[src/design/mips_mem_pkg.sv]
`default_nettype none

package mips_mem_pkg;

    localparam int DATA_WIDTH     = 32;
    localparam int REG_ADDR_WIDTH = 5;
    localparam int PC_WIDTH       = 7;
    localparam int MEM_CTRL_WIDTH = 6;
    localparam int WB_CTRL_WIDTH  = 3;
    localparam int MEM_SIZE_WIDTH = 2;

    typedef logic [DATA_WIDTH-1:0]     data_t;
    typedef logic [REG_ADDR_WIDTH-1:0] reg_addr_t;
    typedef logic [PC_WIDTH-1:0]       pc_t;
    typedef logic [MEM_CTRL_WIDTH-1:0] mem_ctrl_t;
    typedef logic [WB_CTRL_WIDTH-1:0]  wb_ctrl_t;
    typedef logic [MEM_SIZE_WIDTH-1:0] mem_size_t;

    // memory control field, bit 0 is reserved.
    localparam int MEM_WRITE_BIT    = 5;
    localparam int MEM_READ_BIT     = 4;
    localparam int MEM_UNSIGNED_BIT = 3;
    localparam int MEM_SIZE_LSB     = 1;

    localparam int WB_REG_WRITE_BIT  = 2;
    localparam int WB_MEM_TO_REG_BIT = 1;
    localparam int WB_LINK_BIT       = 0;

    // size code 3 falls through to a word access.
    localparam mem_size_t SIZE_BYTE = 2'd0;
    localparam mem_size_t SIZE_HALF = 2'd1;
    localparam mem_size_t SIZE_WORD = 2'd2;

    localparam int DMEM_WORDS       = 32;
    localparam int DMEM_ADDR_BITS   = 5;
    localparam int BYTE_OFFSET_BITS = 2;

endpackage

`default_nettype wire

[src/design/ex_mem_stage.sv]
`timescale 1ns/1ns
`default_nettype none

module ex_mem_stage (
    input  wire                    clock,
    input  wire                    reset,
    input  wire                    en_pipeline_i,
    input  wire mips_mem_pkg::data_t     data_wr_to_mem_i,
    input  wire mips_mem_pkg::data_t     alu_result_i,
    input  wire mips_mem_pkg::reg_addr_t write_reg_i,
    input  wire mips_mem_pkg::pc_t       pc_i,
    input  wire mips_mem_pkg::mem_ctrl_t mem_signals_i,
    input  wire mips_mem_pkg::wb_ctrl_t  wb_signals_i,
    input  wire                    halt_signal_i,

    output mips_mem_pkg::data_t     data_wr_to_mem_o,
    output mips_mem_pkg::data_t     alu_result_o,
    output mips_mem_pkg::reg_addr_t write_reg_o,
    output mips_mem_pkg::pc_t       pc_o,
    output mips_mem_pkg::mem_ctrl_t mem_signals_o,
    output mips_mem_pkg::wb_ctrl_t  wb_signals_o,
    output logic                    halt_signal_o
);

    import mips_mem_pkg::*;

    // the whole stage moves on the falling edge, the rising half is setup time.
    always_ff @(negedge clock)
    begin
        if (reset)
        begin
            data_wr_to_mem_o <= '0;
            alu_result_o     <= '0;
            write_reg_o      <= '0;
            pc_o             <= '0;
            mem_signals_o    <= '0;  // no store leaves a cleared stage.
            wb_signals_o     <= '0;  // and no register write either.
            halt_signal_o    <= 1'b0;
        end
        else if (en_pipeline_i)
        begin
            data_wr_to_mem_o <= data_wr_to_mem_i;
            alu_result_o     <= alu_result_i;
            write_reg_o      <= write_reg_i;
            pc_o             <= pc_i;
            mem_signals_o    <= mem_signals_i;
            wb_signals_o     <= wb_signals_i;
            halt_signal_o    <= halt_signal_i;
        end
        // with the enable low everything simply holds.
    end

endmodule

`default_nettype wire

[src/design/data_memory.sv]
`timescale 1ns/1ns
`default_nettype none

module data_memory (
    input  wire                          clock,
    input  wire                          en_pipeline_i,
    input  wire mips_mem_pkg::mem_ctrl_t mem_signals_i,
    input  wire mips_mem_pkg::data_t     addr_i,
    input  wire mips_mem_pkg::data_t     wdata_i,
    output mips_mem_pkg::data_t          rdata_o
);

    import mips_mem_pkg::*;

    data_t mem [DMEM_WORDS];

    logic [DMEM_ADDR_BITS-1:0]   word_idx;
    logic [BYTE_OFFSET_BITS-1:0] byte_off;
    mem_size_t                   size;
    logic                        is_unsigned;
    logic [3:0]                  byte_en;
    data_t                       wdata_lanes;
    data_t                       rd_word;
    logic [7:0]                  rd_byte;
    logic [15:0]                 rd_half;
    data_t                       load_val;

    assign word_idx    = addr_i[BYTE_OFFSET_BITS +: DMEM_ADDR_BITS];
    assign byte_off    = addr_i[BYTE_OFFSET_BITS-1:0];
    assign size        = mem_signals_i[MEM_SIZE_LSB +: MEM_SIZE_WIDTH];
    assign is_unsigned = mem_signals_i[MEM_UNSIGNED_BIT];

    // stores put the small operand into every lane and let the byte enables pick.
    always_comb
    begin
        case (size)
            SIZE_BYTE:
            begin
                byte_en     = 4'b0001 << byte_off;
                wdata_lanes = {4{wdata_i[7:0]}};
            end
            SIZE_HALF:
            begin
                byte_en     = byte_off[1] ? 4'b1100 : 4'b0011;  // bit 0 is ignored.
                wdata_lanes = {2{wdata_i[15:0]}};
            end
            default:
            begin
                byte_en     = 4'b1111;
                wdata_lanes = wdata_i;
            end
        endcase
    end

    always_ff @(negedge clock)
    begin
        if (en_pipeline_i && mem_signals_i[MEM_WRITE_BIT])
        begin
            for (int lane = 0; lane < 4; lane++)
            begin
                if (byte_en[lane])
                    mem[word_idx][8*lane +: 8] <= wdata_lanes[8*lane +: 8];
            end
        end
    end

    assign rd_word = mem[word_idx];
    assign rd_byte = rd_word[{byte_off, 3'b000} +: 8];
    assign rd_half = byte_off[1] ? rd_word[31:16] : rd_word[15:0];

    always_comb
    begin
        case (size)
            SIZE_BYTE:
                load_val = {{(DATA_WIDTH-8){rd_byte[7] & ~is_unsigned}}, rd_byte};
            SIZE_HALF:
                load_val = {{(DATA_WIDTH-16){rd_half[15] & ~is_unsigned}}, rd_half};
            default:
                load_val = rd_word;
        endcase
    end

    // the read port only shows data while a load is in the stage.
    assign rdata_o = mem_signals_i[MEM_READ_BIT] ? load_val : '0;

endmodule

`default_nettype wire

[src/design/mem_wb_stage.sv]
`timescale 1ns/1ns
`default_nettype none

module mem_wb_stage (
    input  wire                          clock,
    input  wire                          reset,
    input  wire                          en_pipeline_i,
    input  wire mips_mem_pkg::data_t     mem_data_i,
    input  wire mips_mem_pkg::data_t     alu_result_i,
    input  wire mips_mem_pkg::pc_t       pc_i,
    input  wire mips_mem_pkg::reg_addr_t write_reg_i,
    input  wire mips_mem_pkg::wb_ctrl_t  wb_signals_i,
    input  wire                          halt_signal_i,

    output logic                         reg_write_o,
    output mips_mem_pkg::reg_addr_t      write_reg_o,
    output mips_mem_pkg::data_t          write_data_o,
    output logic                         halt_signal_o
);

    import mips_mem_pkg::*;

    data_t     mem_data_q;
    data_t     alu_result_q;
    pc_t       pc_q;
    wb_ctrl_t  wb_q;

    always_ff @(negedge clock)
    begin
        if (reset)
        begin
            mem_data_q    <= '0;
            alu_result_q  <= '0;
            pc_q          <= '0;
            write_reg_o   <= '0;
            wb_q          <= '0;
            halt_signal_o <= 1'b0;
        end
        else if (en_pipeline_i)
        begin
            mem_data_q    <= mem_data_i;
            alu_result_q  <= alu_result_i;
            pc_q          <= pc_i;
            write_reg_o   <= write_reg_i;
            wb_q          <= wb_signals_i;
            halt_signal_o <= halt_signal_i;
        end
    end

    // link wins over memory-to-register.
    always_comb
    begin
        if (wb_q[WB_LINK_BIT])
            write_data_o = {{(DATA_WIDTH-PC_WIDTH){1'b0}}, pc_q};
        else if (wb_q[WB_MEM_TO_REG_BIT])
            write_data_o = mem_data_q;
        else
            write_data_o = alu_result_q;
    end

    assign reg_write_o = wb_q[WB_REG_WRITE_BIT];

endmodule

`default_nettype wire

[src/design/mem_wb_top.sv]
`timescale 1ns/1ns
`default_nettype none

module mem_wb_top (
    input  wire                          clock,
    input  wire                          reset,
    input  wire                          en_pipeline_i,
    input  wire mips_mem_pkg::data_t     data_wr_to_mem_i,
    input  wire mips_mem_pkg::data_t     alu_result_i,
    input  wire mips_mem_pkg::reg_addr_t write_reg_i,
    input  wire mips_mem_pkg::pc_t       pc_i,
    input  wire mips_mem_pkg::mem_ctrl_t mem_signals_i,
    input  wire mips_mem_pkg::wb_ctrl_t  wb_signals_i,
    input  wire                          halt_signal_i,

    output wire                          reg_write_o,
    output wire mips_mem_pkg::reg_addr_t write_reg_o,
    output wire mips_mem_pkg::data_t     write_data_o,
    output wire                          halt_signal_o
);

    import mips_mem_pkg::*;

    // memory stage signals, all straight out of the EX/MEM register.
    data_t     mem_store_data;
    data_t     mem_alu_result;
    reg_addr_t mem_write_reg;
    pc_t       mem_pc;
    mem_ctrl_t mem_ctrl;
    wb_ctrl_t  mem_wb_ctrl;
    logic      mem_halt;
    data_t     mem_load_data;

    ex_mem_stage ex_mem_stage_i (
        .clock            (clock),
        .reset            (reset),
        .en_pipeline_i    (en_pipeline_i),
        .data_wr_to_mem_i (data_wr_to_mem_i),
        .alu_result_i     (alu_result_i),
        .write_reg_i      (write_reg_i),
        .pc_i             (pc_i),
        .mem_signals_i    (mem_signals_i),
        .wb_signals_i     (wb_signals_i),
        .halt_signal_i    (halt_signal_i),
        .data_wr_to_mem_o (mem_store_data),
        .alu_result_o     (mem_alu_result),
        .write_reg_o      (mem_write_reg),
        .pc_o             (mem_pc),
        .mem_signals_o    (mem_ctrl),
        .wb_signals_o     (mem_wb_ctrl),
        .halt_signal_o    (mem_halt)
    );

    // the store lands on the same edge that moves the instruction into MEM/WB.
    data_memory data_memory_i (
        .clock         (clock),
        .en_pipeline_i (en_pipeline_i),
        .mem_signals_i (mem_ctrl),
        .addr_i        (mem_alu_result),
        .wdata_i       (mem_store_data),
        .rdata_o       (mem_load_data)
    );

    mem_wb_stage mem_wb_stage_i (
        .clock         (clock),
        .reset         (reset),
        .en_pipeline_i (en_pipeline_i),
        .mem_data_i    (mem_load_data),
        .alu_result_i  (mem_alu_result),
        .pc_i          (mem_pc),
        .write_reg_i   (mem_write_reg),
        .wb_signals_i  (mem_wb_ctrl),
        .halt_signal_i (mem_halt),
        .reg_write_o   (reg_write_o),
        .write_reg_o   (write_reg_o),
        .write_data_o  (write_data_o),
        .halt_signal_o (halt_signal_o)
    );

endmodule

`default_nettype wire

[config.mk]
export PLATFORM = sky130hd
export DESIGN_NAME = mem_wb_top
export DESIGN_NICKNAME = d
export VERILOG_FILES = /design/src/design/mips_mem_pkg.sv /design/src/design/ex_mem_stage.sv /design/src/design/data_memory.sv /design/src/design/mem_wb_stage.sv /design/src/design/mem_wb_top.sv
export SDC_FILE = /design/constraint.sdc
export NUM_CORES = 2
export LEC_CHECK = 0
export BUFFER_PORTS_ARGS = -buffer_cell sky130_fd_sc_hd__clkbuf_2
export CORE_MARGIN = 2
export CORE_UTILIZATION = 55
export DETAILED_ROUTE_END_ITERATION = 8
export PLACE_DENSITY = 0.73
export SYNTH_ARGS = -nofsm -noshare
export SYNTH_HDL_FRONTEND = slang
export SYNTH_SLANG_ARGS = --single-unit
[constraint.sdc]
create_clock -name clock -period 4.2 [get_ports clock]
set_input_delay 1.05 -clock clock [delete_from_list [all_inputs] [get_ports clock]]
set_output_delay 1.05 -clock clock [all_outputs]
set_load 0.01 [all_outputs]
==> results.txt <==
Status = complete, but fails checks
Failing checks = setup timing
Commonest non-fill, non-tap cells in the layout = inv_1 (1223), edfxtp_1 (1024), mux4_2 (307)
Hold Path Origin = ex_mem_stage_i.alu_result_o[15]
Area leader, netlist = edfxtp_1
CTS Sinks = 1194
Synth Area per Inst = 19.17 um2
Vias in the first global route = 32260
Finished Core Util = 71.25%
Post-Route WL = 125.3 mm
Slew Viols, Final = 0
Final ANT Viol Nets = 0
Hold_buf cts = 0
VDD IR max = 0.0004267 V
Placed Cells = 3663
Io pins = 128
Setup crit start = mem_wb_stage_i.wb_q[1]
Hold path depth = 2
Share of the synthesized area in the top cell type = 66.16%
Crit path capture type = primary output
H-tree Lvls = 3
Non-Filler Instances = 5087
Root Buffer = clkbuf_16
PortBufs = 126
Pwr Density = 520.2 nW/um2
Max cap viols = 0
CTS max path bufs = 3
Tightest Pin Transition = 1338 ps
Full die area = 86850 um2
CTS buffer count = 120
Final setup margin = -755.8 ps
Num rows = 106
Slowest CP cell = dfxtp_4
Ys async rst share = 0%
Later-pin clock latency in the skew report = 720 ps
Total global-route track usage = 29.29%
Initial drt markers = 3122
Crit Path Class = register to primary output
GR Overflow Total = 0
Drt drc = 0
Final Hold Vio Count = 0
Wire per inst = 24.64 um
Cells after Synth = 2425
CTS tree = built
Post-synth EDFFs = 1024
Top post-synthesis cells by area = edfxtp_1 (66%), mux4_2 (15%), dfxtp_1 (7.3%), mux2i_1 (4.7%), nor2_1 (2.5%)
Arr. time, crit path = 3910 ps
Critical Path Start Type = register
GPL Wtd Cong = 0.9147
Register area share after synthesis = 73.48%
Slowest stage delay, CP = 400 ps
Final HPWL DP = 72.60 mm
Final setup viols = 39
DR vias = 29230
Yosys cell types = 36
Flop2flop setup slack = 590 ps
RSZ-0062 raised after global routing = yes
Worst-path maximum fanout = 5
Area delta synth->final = 28.29%
Share of layout cells above drive strength 1 = 23.99%
R2R depth = 8
Commonest non-fill, non-tap cell in the layout = inv_1
Leakage power = 23.74 nW
Hold Crit Class = register to register
Nets = 3941
Crit-path cells = buf_8, mux2i_4, o21ai_1, clkbuf_2
DR pass1 iterations = 8
Ys Warns = 0
Clock Pin Slew Worst Setup and Hold Paths = 50 ps
Post-Syn Area = 46480 um2
#FFs+latches synth = 1194
Via density per instance = 5.746
Worst Skew = 44.14 ps
Post-Syn Nets = 2514
First-pass GRT wire length = 184.1 mm
Initial Util = 55.54%
Relative slew slack = 10.79%
Floorplan Core Area = 83690 um2
Initial antenna violation count = 7
Chip height = 294.7 um
DP Worst Slack = -253.5 ps
Largest net degree at the start of global routing = 51
Top_reg_cell synth = edfxtp_1
Req. time, crit path = 3150 ps
Die Wd = 294.7 um
## repair_timing
action | in CTS | in global routing
buffers inserted | 4 | 2
pin swaps | 4 | 3
cloned | 2 | 0
endpoints found under the setup margin | 39 | 39
resized for setup | 35 | 23
## final cells by class
cell class	instances	area [um2]
Sequential cell	1194	34180
Fill cell	4933	24060
Multi-Input combinational cell	1076	12790
Clock inverter	1295	5690
Clock buffer	120	3003
Timing Repair Buffer	262	2529
Tap cell	1134	1419
Inverter	4	15.01
Antenna cell	2	5.005
## path summary, 6_finish.rpt
path / endpoint
worst min register to register: ex_mem_stage_i.alu_result_o[15]
worst max-delay path: write_data_o[5]
worst min-delay path: ex_mem_stage_i.alu_result_o[15]
worst max register to register: mem_wb_stage_i.mem_data_q[1]
## worst max-delay path, delay by kind of cell (launching register included)
kind            cells  cell delay [ps]
flops               1              400
buf+inv             2              300
mux                 1              300
compound gates      1              100
## where the power goes
group	switching, mW	internal (mW)
Sequential	0.123	13.1
Combinational	0.966	0.619
Clock	7.88	8.33
## cells by family (layout without fill, tap and decap cells)
group / after synthesis / in the layout / share of synthesized area [%]
AND/OR/NAND/NOR: 412 / 412 / 3.540
other: 0 / 2 / 0
AO/OA/AOI/OAI: 121 / 121 / 1.655
buffers and inverters: 155 / 1681 / 1.316
multiplexers: 543 / 543 / 20.01
flip-flops: 1194 / 1194 / 73.48
## flip-flops by register name, summed over array words and instances, names as in the netlist, named ones only
name / cells
ex_mem_stage_i.data_wr_to_mem_o: 32
data_memory_i.mem: 1024
ex_mem_stage_i.pc_o: 7
mem_wb_stage_i.alu_result_q: 32
mem_wb_stage_i.wb_q: 3
ex_mem_stage_i.wb_signals_o: 3
ex_mem_stage_i.write_reg_o: 5
mem_wb_stage_i.mem_data_q: 32
ex_mem_stage_i.mem_signals_o: 5
mem_wb_stage_i.pc_q: 7
ex_mem_stage_i.alu_result_o: 32
mem_wb_stage_i.write_reg_o: 5
mem_wb_stage_i.halt_signal_o: 1
ex_mem_stage_i.halt_signal_o: 1
## stage by stage
stage	area [um2]	TNS, ps	power, mW	hold slack [ps]
detailed placement	50630	-173390	16.60	454.7
finish	59630	-22740	31.02	489.3
floorplan	47600	-113290	16.00	424.8
CTS	59550	-23210	31.28	474.0
global route	59630	-24520	32.55	505.5
global placement	50630	-152520	16.54	439.8
## Yosys cell counts, drive strengths merged (2+ instances only)
| library cell | instances |
|---|---|
| inv | 5 |
| nand3 | 9 |
| or3 | 14 |
| o211ai | 2 |
| and2 | 2 |
| a22o | 30 |
| mux2 | 20 |
| nor2 | 311 |
| mux2i | 216 |
| and3b | 2 |
| o22ai | 8 |
| mux4 | 307 |
| nor2b | 4 |
| dfxtp | 170 |
| clkbuf | 77 |
| buf | 73 |
| o21ai | 45 |
| a22oi | 7 |
| edfxtp | 1024 |
| a21oi | 25 |
| nand3b | 2 |
| nor3b | 3 |
| nand2 | 61 |
## routing by layer
layer / wire [um] / track usage [%]
met1: 46610 / 36.30
met2: 61490 / 45.23
met3: 13240 / 10.51
met4: 3966 / 16.04
met5: 23 / 0
(Power assumes the default switching activity.)
